<file path="config.mk">
export PLATFORM = sky130hd
export DESIGN_NAME = rv_exec_top
export DESIGN_NICKNAME = d
export VERILOG_FILES = /design/src/rtl/rv_exec_pkg.sv /design/src/rtl/alu_req_if.sv /design/src/rtl/rv_alu.sv /design/src/rtl/rv_decoder.sv /design/src/rtl/rv_exec_ctrl.sv /design/src/rtl/rv_exec_top.sv /design/src/rtl/rv_regfile.sv
export SDC_FILE = /design/constraint.sdc
export NUM_CORES = 2
export LEC_CHECK = 0
export BUFFER_PORTS_ARGS = -buffer_cell sky130_fd_sc_hd__buf_2
export CAP_MARGIN = 20
export CORE_ASPECT_RATIO = 1.75
export CORE_UTILIZATION = 59
export CTS_BUF_LIST = sky130_fd_sc_hd__clkbuf_4 sky130_fd_sc_hd__clkbuf_8
export DETAILED_ROUTE_END_ITERATION = 10
export PLACE_DENSITY = 0.78
export SYNTH_ARGS = -nofsm -noshare
export SYNTH_HDL_FRONTEND = slang
export SYNTH_SLANG_ARGS = --single-unit
</file>
<file path="constraint.sdc">
create_clock -name clk -period 7.4 [get_ports clk]
set_clock_uncertainty 0.15 [all_clocks]
set_input_delay 0.37 -clock clk [delete_from_list [all_inputs] [get_ports clk]]
set_output_delay 0.37 -clock clk [all_outputs]
set_load 0.05 [all_outputs]
</file>
<file path="src/rtl/rv_exec_pkg.sv">
`default_nettype none

package rv_exec_pkg;

  localparam int xlen       = 32;
  localparam int reg_addr_w = 5;
  localparam int reg_count  = 1 << reg_addr_w;

  // Major opcodes --------
  typedef enum logic [6:0] {
    op_reg    = 7'b0110011,
    op_imm    = 7'b0010011,
    op_lui    = 7'b0110111,
    op_auipc  = 7'b0010111,
    op_branch = 7'b1100011
  } opcode_e;

  // funct3 codes ---------
  localparam logic [2:0] f3_add  = 3'b000;  // Also sub in the register form
  localparam logic [2:0] f3_sll  = 3'b001;
  localparam logic [2:0] f3_slt  = 3'b010;
  localparam logic [2:0] f3_sltu = 3'b011;
  localparam logic [2:0] f3_xor  = 3'b100;
  localparam logic [2:0] f3_sr   = 3'b101;  // funct7 bit 5 picks sra
  localparam logic [2:0] f3_or   = 3'b110;
  localparam logic [2:0] f3_and  = 3'b111;

  localparam logic [2:0] f3_beq  = 3'b000;
  localparam logic [2:0] f3_bne  = 3'b001;
  localparam logic [2:0] f3_blt  = 3'b100;
  localparam logic [2:0] f3_bge  = 3'b101;
  localparam logic [2:0] f3_bltu = 3'b110;
  localparam logic [2:0] f3_bgeu = 3'b111;

  // ALU operations -------
  typedef enum logic [4:0] {
    alu_add,
    alu_sub,
    alu_slt,
    alu_sltu,
    alu_and,
    alu_or,
    alu_xor,
    alu_sll,
    alu_srl,
    alu_sra,
    alu_lui,
    alu_bne,
    alu_beq,
    alu_bge,
    alu_bgeu,
    alu_blt,
    alu_bltu
  } alu_op_e;

  typedef enum logic {
    st_idle,
    st_done
  } ctrl_state_e;

endpackage

`default_nettype wire

</file>
<file path="src/rtl/alu_req_if.sv">
`timescale 1ns/1ps
`default_nettype none

interface alu_req_if;

  rv_exec_pkg::alu_op_e          alu_op;
  logic                          double_cal;  // Branch: src1/src2 give target, src3/src4 compare
  logic [rv_exec_pkg::xlen-1:0]  src1;
  logic [rv_exec_pkg::xlen-1:0]  src2;
  logic [rv_exec_pkg::xlen-1:0]  src3;
  logic [rv_exec_pkg::xlen-1:0]  src4;

  modport decoder (
    output alu_op,
    output double_cal,
    output src1,
    output src2,
    output src3,
    output src4
  );

  modport alu (
    input alu_op,
    input double_cal,
    input src1,
    input src2,
    input src3,
    input src4
  );

  modport ctrl (
    input double_cal
  );

endinterface

`default_nettype wire

</file>
<file path="src/rtl/rv_alu.sv">
`timescale 1ns/1ps
`default_nettype none

module rv_alu (
  alu_req_if.alu                      alu,
  output logic [rv_exec_pkg::xlen-1:0] alu_result1,
  output logic [rv_exec_pkg::xlen-1:0] alu_result2
);

  logic                           use_sub;
  logic [rv_exec_pkg::xlen-1:0]   adder_b;
  logic [rv_exec_pkg::xlen-1:0]   adder_sum;
  logic                           adder_cout;
  logic [rv_exec_pkg::xlen-1:0]   cmp_sum;
  logic                           cmp_cout;
  logic                           slt_bit;
  logic                           sltu_bit;
  logic                           lt_bit;
  logic                           ltu_bit;
  logic                           eq_bit;
  logic [rv_exec_pkg::xlen-1:0]   sll_value;
  logic [2*rv_exec_pkg::xlen-1:0] sr64_value;
  logic                           sra_fill;

  // Main adder ----------
  assign use_sub = (alu.alu_op == rv_exec_pkg::alu_sub)
                 | (alu.alu_op == rv_exec_pkg::alu_slt)
                 | (alu.alu_op == rv_exec_pkg::alu_sltu);
  assign adder_b = use_sub ? ~alu.src2 : alu.src2;
  assign {adder_cout, adder_sum} = {1'b0, alu.src1} + {1'b0, adder_b}
                                 + {{rv_exec_pkg::xlen{1'b0}}, use_sub};

  assign slt_bit  = (alu.src1[31] & ~alu.src2[31])
                  | ((alu.src1[31] ~^ alu.src2[31]) & adder_sum[31]);
  assign sltu_bit = ~adder_cout;  // No carry out of a - b means a < b

  // Compare adder, always subtracting src4 from src3
  assign {cmp_cout, cmp_sum} = {1'b0, alu.src3} + {1'b0, ~alu.src4}
                             + {{rv_exec_pkg::xlen{1'b0}}, 1'b1};

  assign lt_bit  = (alu.src3[31] & ~alu.src4[31])
                 | ((alu.src3[31] ~^ alu.src4[31]) & cmp_sum[31]);
  assign ltu_bit = ~cmp_cout;
  assign eq_bit  = (alu.src3 == alu.src4);

  // Shifter -------------
  assign sra_fill   = (alu.alu_op == rv_exec_pkg::alu_sra) & alu.src1[31];
  assign sll_value  = alu.src1 << alu.src2[4:0];
  assign sr64_value = {{rv_exec_pkg::xlen{sra_fill}}, alu.src1} >> alu.src2[4:0];

  always_comb begin
    if (alu.double_cal) begin
      alu_result1 = adder_sum;  // Branch target
    end else begin
      case (alu.alu_op)
        rv_exec_pkg::alu_slt:  alu_result1 = {{(rv_exec_pkg::xlen-1){1'b0}}, slt_bit};
        rv_exec_pkg::alu_sltu: alu_result1 = {{(rv_exec_pkg::xlen-1){1'b0}}, sltu_bit};
        rv_exec_pkg::alu_and:  alu_result1 = alu.src1 & alu.src2;
        rv_exec_pkg::alu_or:   alu_result1 = alu.src1 | alu.src2;
        rv_exec_pkg::alu_xor:  alu_result1 = alu.src1 ^ alu.src2;
        rv_exec_pkg::alu_lui:  alu_result1 = alu.src2;
        rv_exec_pkg::alu_sll:  alu_result1 = sll_value;
        rv_exec_pkg::alu_srl,
        rv_exec_pkg::alu_sra:  alu_result1 = sr64_value[rv_exec_pkg::xlen-1:0];
        default:               alu_result1 = adder_sum;
      endcase
    end
  end

  always_comb begin
    alu_result2 = '0;
    if (!alu.double_cal) begin
      alu_result2 = {{(rv_exec_pkg::xlen-1){1'b0}}, 1'b1};
    end else begin
      case (alu.alu_op)
        rv_exec_pkg::alu_beq:  alu_result2[0] = eq_bit;
        rv_exec_pkg::alu_bne:  alu_result2[0] = ~eq_bit;
        rv_exec_pkg::alu_blt:  alu_result2[0] = lt_bit;
        rv_exec_pkg::alu_bge:  alu_result2[0] = ~lt_bit;
        rv_exec_pkg::alu_bltu: alu_result2[0] = ltu_bit;
        rv_exec_pkg::alu_bgeu: alu_result2[0] = ~ltu_bit;
        default:               alu_result2[0] = 1'b0;
      endcase
    end
  end

endmodule

`default_nettype wire

</file>
<file path="src/rtl/rv_decoder.sv">
`timescale 1ns/1ps
`default_nettype none

module rv_decoder (
  input  logic [rv_exec_pkg::xlen-1:0]       instr,
  input  logic [rv_exec_pkg::xlen-1:0]       pc,
  input  logic [rv_exec_pkg::xlen-1:0]       rs1_data,
  input  logic [rv_exec_pkg::xlen-1:0]       rs2_data,
  output logic [rv_exec_pkg::reg_addr_w-1:0] rs1_addr,
  output logic [rv_exec_pkg::reg_addr_w-1:0] rs2_addr,
  output logic [rv_exec_pkg::reg_addr_w-1:0] rd_addr,
  output logic                               rd_we,
  alu_req_if.decoder                         alu
);

  rv_exec_pkg::opcode_e         opcode;
  logic [2:0]                   funct3;
  logic                         alt;
  logic [rv_exec_pkg::xlen-1:0] imm_i;
  logic [rv_exec_pkg::xlen-1:0] imm_u;
  logic [rv_exec_pkg::xlen-1:0] imm_b;

  // OP and OP-IMM share this map, only the register form has sub
  function automatic rv_exec_pkg::alu_op_e arith_op(
    input logic [2:0] f3,
    input logic       alt7,
    input logic       reg_form
  );
    case (f3)
      rv_exec_pkg::f3_add:  return (alt7 && reg_form) ? rv_exec_pkg::alu_sub
                                                      : rv_exec_pkg::alu_add;
      rv_exec_pkg::f3_sll:  return rv_exec_pkg::alu_sll;
      rv_exec_pkg::f3_slt:  return rv_exec_pkg::alu_slt;
      rv_exec_pkg::f3_sltu: return rv_exec_pkg::alu_sltu;
      rv_exec_pkg::f3_xor:  return rv_exec_pkg::alu_xor;
      rv_exec_pkg::f3_sr:   return alt7 ? rv_exec_pkg::alu_sra : rv_exec_pkg::alu_srl;
      rv_exec_pkg::f3_or:   return rv_exec_pkg::alu_or;
      default:              return rv_exec_pkg::alu_and;
    endcase
  endfunction

  function automatic rv_exec_pkg::alu_op_e branch_op(input logic [2:0] f3);
    case (f3)
      rv_exec_pkg::f3_bne:  return rv_exec_pkg::alu_bne;
      rv_exec_pkg::f3_blt:  return rv_exec_pkg::alu_blt;
      rv_exec_pkg::f3_bge:  return rv_exec_pkg::alu_bge;
      rv_exec_pkg::f3_bltu: return rv_exec_pkg::alu_bltu;
      rv_exec_pkg::f3_bgeu: return rv_exec_pkg::alu_bgeu;
      default:              return rv_exec_pkg::alu_beq;  // f3_beq and the two reserved codes
    endcase
  endfunction

  // Fields --------------
  assign opcode   = rv_exec_pkg::opcode_e'(instr[6:0]);
  assign funct3   = instr[14:12];
  assign alt      = instr[30];  // funct7 bit 5
  assign rd_addr  = instr[11:7];
  assign rs1_addr = instr[19:15];
  assign rs2_addr = instr[24:20];

  assign imm_i = {{20{instr[31]}}, instr[31:20]};
  assign imm_u = {instr[31:12], 12'b0};
  assign imm_b = {{19{instr[31]}}, instr[31], instr[7], instr[30:25], instr[11:8], 1'b0};

  // Source steering ------
  always_comb begin
    alu.alu_op     = rv_exec_pkg::alu_add;
    alu.double_cal = 1'b0;
    alu.src1       = rs1_data;
    alu.src2       = rs2_data;
    alu.src3       = rs1_data;  // Only the branch compare looks at src3 and src4
    alu.src4       = rs2_data;
    rd_we          = 1'b0;
    case (opcode)
      rv_exec_pkg::op_reg: begin
        alu.alu_op = arith_op(funct3, alt, 1'b1);
        rd_we      = 1'b1;
      end
      rv_exec_pkg::op_imm: begin
        alu.alu_op = arith_op(funct3, alt, 1'b0);
        alu.src2   = imm_i;  // Shift amount sits in the low five bits
        rd_we      = 1'b1;
      end
      rv_exec_pkg::op_lui: begin
        alu.alu_op = rv_exec_pkg::alu_lui;
        alu.src2   = imm_u;
        rd_we      = 1'b1;
      end
      rv_exec_pkg::op_auipc: begin
        alu.src1 = pc;
        alu.src2 = imm_u;
        rd_we    = 1'b1;
      end
      rv_exec_pkg::op_branch: begin
        alu.alu_op     = branch_op(funct3);
        alu.double_cal = 1'b1;
        alu.src1       = pc;
        alu.src2       = imm_b;
      end
      default: begin
        rd_we = 1'b0;  // Unsupported opcode retires without a write
      end
    endcase
  end

endmodule

`default_nettype wire

</file>
<file path="src/rtl/rv_exec_ctrl.sv">
`timescale 1ns/1ps
`default_nettype none

module rv_exec_ctrl (
  input  logic                               clk,
  input  logic                               reset,
  input  logic                               req,
  output logic                               ack,
  alu_req_if.ctrl                            alu,
  input  logic [rv_exec_pkg::xlen-1:0]       alu_result1,
  input  logic [rv_exec_pkg::xlen-1:0]       alu_result2,
  input  logic [rv_exec_pkg::reg_addr_w-1:0] rd_addr,
  input  logic                               rd_we,
  output logic                               wr_en,
  output logic [rv_exec_pkg::reg_addr_w-1:0] wr_addr,
  output logic [rv_exec_pkg::xlen-1:0]       wr_data,
  output logic [rv_exec_pkg::xlen-1:0]       result,
  output logic                               branch_taken
);

  rv_exec_pkg::ctrl_state_e state;
  logic                     accept;

  // Accept happens on the single idle cycle that sees req
  assign accept  = (state == rv_exec_pkg::st_idle) && req;
  assign wr_en   = accept && rd_we;  // One write per transaction, even if req is held
  assign wr_addr = rd_addr;
  assign wr_data = alu_result1;
  assign ack     = (state == rv_exec_pkg::st_done);

  // Handshake FSM --------
  always_ff @(posedge clk) begin
    if (reset) begin
      state <= rv_exec_pkg::st_idle;
    end else begin
      case (state)
        rv_exec_pkg::st_idle: begin
          if (req) begin
            state <= rv_exec_pkg::st_done;
          end
        end
        rv_exec_pkg::st_done: begin
          if (!req) begin
            state <= rv_exec_pkg::st_idle;  // Ack drops on this edge
          end
        end
        default: begin
          state <= rv_exec_pkg::st_idle;
        end
      endcase
    end
  end

  // Results stay put until the next accept
  always_ff @(posedge clk) begin
    if (reset) begin
      result       <= '0;
      branch_taken <= 1'b0;
    end else if (accept) begin
      result       <= alu_result1;
      branch_taken <= alu.double_cal & alu_result2[0];
    end
  end

endmodule

`default_nettype wire

</file>
<file path="src/rtl/rv_exec_top.sv">
`timescale 1ns/1ps
`default_nettype none

module rv_exec_top (
  input  logic                         clk,
  input  logic                         reset,
  input  logic                         req,
  output logic                         ack,
  input  logic [rv_exec_pkg::xlen-1:0] instr,
  input  logic [rv_exec_pkg::xlen-1:0] pc,
  output logic [rv_exec_pkg::xlen-1:0] result,
  output logic                         branch_taken
);

  logic [rv_exec_pkg::reg_addr_w-1:0] rs1_addr;
  logic [rv_exec_pkg::reg_addr_w-1:0] rs2_addr;
  logic [rv_exec_pkg::reg_addr_w-1:0] rd_addr;
  logic                               rd_we;
  logic [rv_exec_pkg::xlen-1:0]       rs1_data;
  logic [rv_exec_pkg::xlen-1:0]       rs2_data;
  logic [rv_exec_pkg::xlen-1:0]       alu_result1;
  logic [rv_exec_pkg::xlen-1:0]       alu_result2;
  logic                               wr_en;
  logic [rv_exec_pkg::reg_addr_w-1:0] wr_addr;
  logic [rv_exec_pkg::xlen-1:0]       wr_data;

  alu_req_if alu_bus ();

  // Combinational path --
  rv_decoder u_decoder (
    .instr    (instr),
    .pc       (pc),
    .rs1_data (rs1_data),
    .rs2_data (rs2_data),
    .rs1_addr (rs1_addr),
    .rs2_addr (rs2_addr),
    .rd_addr  (rd_addr),
    .rd_we    (rd_we),
    .alu      (alu_bus.decoder)
  );

  rv_regfile u_regfile (
    .clk      (clk),
    .reset    (reset),
    .rs1_addr (rs1_addr),
    .rs2_addr (rs2_addr),
    .rs1_data (rs1_data),
    .rs2_data (rs2_data),
    .wr_en    (wr_en),
    .wr_addr  (wr_addr),
    .wr_data  (wr_data)
  );

  rv_alu u_alu (
    .alu         (alu_bus.alu),
    .alu_result1 (alu_result1),
    .alu_result2 (alu_result2)
  );

  // Sequencing -----------
  rv_exec_ctrl u_ctrl (
    .clk          (clk),
    .reset        (reset),
    .req          (req),
    .ack          (ack),
    .alu          (alu_bus.ctrl),
    .alu_result1  (alu_result1),
    .alu_result2  (alu_result2),
    .rd_addr      (rd_addr),
    .rd_we        (rd_we),
    .wr_en        (wr_en),
    .wr_addr      (wr_addr),
    .wr_data      (wr_data),
    .result       (result),
    .branch_taken (branch_taken)
  );

endmodule

`default_nettype wire

</file>
<file path="src/rtl/rv_regfile.sv">
`timescale 1ns/1ps
`default_nettype none

module rv_regfile (
  input  logic                               clk,
  input  logic                               reset,
  input  logic [rv_exec_pkg::reg_addr_w-1:0] rs1_addr,
  input  logic [rv_exec_pkg::reg_addr_w-1:0] rs2_addr,
  output logic [rv_exec_pkg::xlen-1:0]       rs1_data,
  output logic [rv_exec_pkg::xlen-1:0]       rs2_data,
  input  logic                               wr_en,
  input  logic [rv_exec_pkg::reg_addr_w-1:0] wr_addr,
  input  logic [rv_exec_pkg::xlen-1:0]       wr_data
);

  // x0 has no storage
  logic [rv_exec_pkg::xlen-1:0] regs [1:rv_exec_pkg::reg_count-1];

  always_ff @(posedge clk) begin
    if (reset) begin
      for (int i = 1; i < rv_exec_pkg::reg_count; i++) begin
        regs[i] <= '0;
      end
    end else if (wr_en && (wr_addr != '0)) begin
      regs[wr_addr] <= wr_data;
    end
  end

  // Reads see the value from before a same-cycle write
  assign rs1_data = (rs1_addr == '0) ? '0 : regs[rs1_addr];
  assign rs2_data = (rs2_addr == '0) ? '0 : regs[rs2_addr];

endmodule

`default_nettype wire

</file>
Yosys cells after proc, flatten, opt, wreduce, memory -nomap -nowiden:

Memory sizes are Yosys's and may differ from the RTL's.
Index checks and enable logic that the tools add are counted.

* bitwise operators: 24
* $mul: 0
* order comparisons: 0
* reduce and logical (&&, ||, !) cells: 12
* mux-type cells: 26
* div/mod/pow operators: 0
* equal/unequal tests: 29
* add/sub/neg operators: 4
* shift-type cells: 2

Operators by type and width (number)
* 32-bit one-hot mux with 8 select lines: 1
* 32-bit 2-to-1 mux: 6
* 32-bit one-hot mux with 3 select lines: 1
* 5-bit one-hot mux with 7 select lines: 2
* 32-bit by 32-bit adder with 33-bit output: 2
* 32-bit inverter: 2
* 64-bit by 5-bit right shift with 32-bit output: 1
* 5-bit by 4-bit equality test with 1-bit output, second input constant: 8
* 33-bit by 1-bit adder with 33-bit output: 1
* 33-bit by 1-bit adder with 33-bit output, second input constant: 1
* 32-bit AND: 1
* 32-bit equality test: 1
* 32-bit bitwise OR: 1
* 32-bit OR reduction: 1
* 32-bit by 5-bit << shifter with 32-bit output: 1
* 32-bit bitwise XOR: 1
* 5-bit one-hot mux with 5 select lines: 1
* 5-bit by 3-bit equality test with 1-bit output, second input constant: 4
* 5-bit one-hot mux with 4 select lines: 1
* 7-bit by 5-bit equality test with 1-bit output, second input constant: 2
* 7-bit by 6-bit equality test with 1-bit output, second input constant: 2
* 3-bit equality test, second input constant: 4
* 1-bit 2-to-1 mux: 12
* 5-bit by 2-bit equality test with 1-bit output, second input constant: 2
* 17 further kinds: 38

* ROM bits: 0
* register bits: 34
* latch bits: 0
* memories: 1
* output and inout port bits: 34
* RAM bits: 992

Memories
* u_regfile.regs: depth 31, width 32, read ports 2, clocked after memory_dff 0, wr ports 31, line rv_regfile.sv:17 `logic [rv_exec_pkg::xlen-1:0] regs [1:rv_exec_pkg::reg_count-1];`

Depth between registers and ports, before layout:

* depth after elaboration: 14
* depth in mapped cells: 31
* depth with buffers taken out: 22

By module:

A second synthesis with hierarchy kept.

* cells, all modules: 5387
* area, all modules: 66867.9 µm²

By module, submodules not included
* rv_regfile: cells an instance 3765, area an instance 54631.1 µm², seq. area each 30749.5 µm², times used 1
* rv_alu: cells an instance 1235, area an instance 8878.5 µm², seq. area each 0.0 µm², times used 1
* rv_exec_ctrl: cells an instance 186, area an instance 1696.6 µm², seq. area each 680.7 µm², times used 1
* rv_decoder: cells an instance 201, area an instance 1661.6 µm², seq. area each 0.0 µm², times used 1

Worst setup path before layout:

OpenSTA, ideal clock, no wires.

* kind: in2reg
* start point: input port instr[21] (netlist bit)
* end point: memory u_regfile.regs[20][0] (netlist bit) (data pin)
* arrival: 6072 ps
* path slack: 1032 ps
* cell stages on the path: 29
* setup time: 147 ps
* required time: 7103 ps
* path through: buf_6 -> buf_6 -> buf_6 -> buf_4 -> buf_4 -> buf_2 -> buf_2 -> buf_4 -> clkbuf_1 -> mux4_2 -> mux4_2 -> mux2i_1 -> nor2_1 -> inv_1 -> o21ai_0 -> xnor2_1 -> ha_1 -> and3_1 -> a221o_1 -> a21o_1 -> o211ai_1 -> a21oi_1 -> nor2_1 -> o21ai_0 -> or4_1 -> and3_1 -> a21o_2 -> buf_4 -> nor2_1

RTL lines
* start, declared: line rv_exec_top.sv:9 `input logic [rv_exec_pkg::xlen-1:0] instr,`
* end, declared: line rv_regfile.sv:17

==> reports/metrics.cfg <==
[outcome]
status = complete, but fails checks
violations = DRC

[worst_hold_path]
hp-class = in2reg

[setup_path]
crit_chain = mux4_2, a22oi_1, o211ai_1, a211oi_1, buf_4, o21ai_2, clkinv_1, xnor2_1, ha_1, o21a_1, o21ai_0, a21oi_1, o211ai_1, a21oi_1, buf_4, nor2_1, o21ai_0, or4_1, buf_12, and3_1, a21o_2, buf_12, nor2_1
arrival_ps = 6980
end_kind = register
cpMaxStageDelayCell = or4_1
slowest_delay_ps = 580
required_ps = 7950
critical_path_class = reg2reg
startpoint_type = register
critPathMaxFanout = 32

[run]
cap_violations = 0

[cts]
numCtsBuffers = 151
cts_hold_buf = 3
cts-root-buf = clkbuf_8
cts_buffer_depth = 3
clock_sinks = 1058
cts_setup_buffers = 0
cts.htree.levels = 4
insertion_delay_ps = 930
cts_tree = done
cts_resized = 0
path_clk_slew_ps = 60

[sta]
drv_slew = 0
finalWorstSetupSlack_ps = 963
worst_pin_slew_ps = 1170
finalCriticalPeriod_ps = 6440
tns_ps = 0
fmaxAchievable_mhz = 155
max_slew_margin_pct = 22.1
finalSetupViolations = 0
period_share_pct = 87.0
rsz0062_at_grt = false
hold_viol_final = 0

[place]
port_buffers = 100
pre_cts_ws_ps = 450
place_congestion = 1.06
dp_hpwl_microns = 193000

[power]
total_power_mw = 18.2
leakage_nw = 28.9
powerDensity_mw_per_mm2 = 253
vdd_ir_drop_max_mv = 0.239

[global_route]
grt_pass1_wl_microns = 387000
grt_max_degree = 77
grt_pass1_vias = 53563
antenna_found_initial = 22
grt_overflow = 0
gr-usage-all-layers_pct = 50.9

[detailed_routing]
vias_per_cell = 7.41
wl_microns = 280000
route.detailed.drc = 4
via_count = 53901
ant_nets = 0
dr.pass1.iters = 11
avgRoutedWirePerCell_microns = 38.5
first_iter_violations = 8463

[logic_synthesis]
yosys_register_bits = 1058
synth-edff-count = 1024
async_reset_ff_share_pct = 0
synthCells = 5422
synth_ff_type = edfxtp_1
ys_top_cells_by_area = edfxtp_1 (48%), mux4_2 (12%), mux2i_1 (9.6%), nor2_1 (6.5%), a22oi_1 (3.0%)
ys_warn_count = 0
yosysTopAreaCell = edfxtp_1
ys_seq_area_share_pct = 48.9
avgSynthCellArea_sq_um = 11.9
syn-cell-area_sq_mm = 0.0643
synth_top_area_share_pct = 47.8
ys_types = 106

[die]
io_pins = 101
die_height_microns = 439
num_rows = 159
die_area_sq_mm = 0.110
core_area_sq_mm = 0.108
initial_utilization_pct = 59.7
die_width_microns = 252

[finish]
fillers = 7718
syn_to_final_growth_pct = 12.0
final_common_cell = nor2_1
layout_common_cells = nor2_1 (1116), edfxtp_1 (1024), mux2i_1 (617)
seq_area_sq_mm = 0.0314
multi_input_area_sq_mm = 0.0302
layout-drive-gt1-share_pct = 23.2
final_nets = 5901

==> cell type report <==
class / instances / share of cell area [%]
diodes: 13 / 0.0452
clock buffers: 197 / 3.38
clock inverters: 69 / 0.678
inverters: 144 / 0.751
multi-input cells: 3749 / 41.9
flip-flops and latches: 1058 / 43.7
well taps: 1449 / 2.52
repair buffers: 600 / 7.09
==> per-layer routing <==
metal  global-route usage (%)  part of all wire [%]  routed length, microns  up-vias
li1                         -                     -                       -    20954
met1                     51.3                    28                   78200    25734
met2                     80.5                    46                  129000     5373
met3                     17.7                    13                   37400     1828
met4                     51.0                    13                   35500       12
met5                    0.308                 0.030                      84        -
==> path summary, 6_finish.rpt <==
| path | start | depth (start not counted) | endpoint | slack [ps] |
|---|---|---|---|---|
| max | u_regfile.regs[16][3]$_SDFFCE_PN0P_ | 23 | u_regfile.regs[24][0]$_SDFFCE_PN0P_ | 960 |
| min | instr[14] | 7 | u_ctrl.branch_taken$_SDFFE_PP0P_ | 100 |
| max reg2reg | u_regfile.regs[16][3]$_SDFFCE_PN0P_ | 23 | u_regfile.regs[24][0]$_SDFFCE_PN0P_ | 960 |
| min reg2reg | u_ctrl.result[27]$_SDFFE_PP0P_ | 2 | u_ctrl.result[27]$_SDFFE_PP0P_ | 300 |
==> registers in the layout, indices dropped and copies added (netlist names) <==
signal and cells:
u_ctrl.branch_taken 1, u_ctrl.result 32, u_ctrl.ack 1, u_regfile.regs 1024
==> synth_stat cells (41+ instances only) <==
master,instances
mux2i_1,619
mux4_2,351
buf_2,161
buf_4,87
edfxtp_1,1024
xnor2_1,41
nor2_1,1122
and2_1,64
a31oi_1,44
inv_1,135
ha_1,129
nand2b_1,49
a21oi_1,216
o21ai_0,93
clkbuf_1,198
a22oi_1,256
nand2_1,225
==> through the flow <==
step | std cells | instance area, sq um | hold WS (ps) | util (%)
global placement | 6989 | 68900 | 292 | 64.0
floorplan | 5453 | 64400 | 348 | -
finish | 7279 | 72000 | 104 | 66.9
detailed placement | 6990 | 68900 | 295 | 64.0
CTS | 7259 | 71900 | 72.0 | 66.8
global route | 7269 | 72000 | 124 | 66.9
==> critical path, delay by kind of cell, from the launching register on <==
| kind | cells | cell delay (ps) |
|---|---|---|
| compound gates | 11 | 2840 |
| buf+inv | 5 | 850 |
| xor+xnor | 1 | 70 |
| mux | 1 | 480 |
| flops | 1 | 420 |
| simple gates | 4 | 1000 |
| fa+ha+maj | 1 | 380 |
==> power by group <==
| part | leakage [nW] | internal (mW) | total [mW] | switching (mW) |
|---|---|---|---|---|
| sequential | 10.9 | 6.88 | 7.06 | 0.184 |
| combinational | 16.5 | 2.14 | 6.52 | 4.38 |
| clock | 1.53 | 2.31 | 4.67 | 2.36 |
==> kinds of logic (layout without fill, tap and decap cells) <==
group                      after synthesis  count (layout)  synth area share, %
and+or+nand+nor                       1648            1648                 10.9
other                                    1              45              0.00583
AOI/OAI and AO/OA                      898             898                 9.73
adders and majority gates              130             130                 2.54
xor gates and xnor gates                52              52                0.708
muxes                                  989             989                 22.3
buffers and inverters                  646            1010                 5.02
DFF                                   1058            1058                 48.9
No activity file was read; power rests on OpenSTA's default activity.
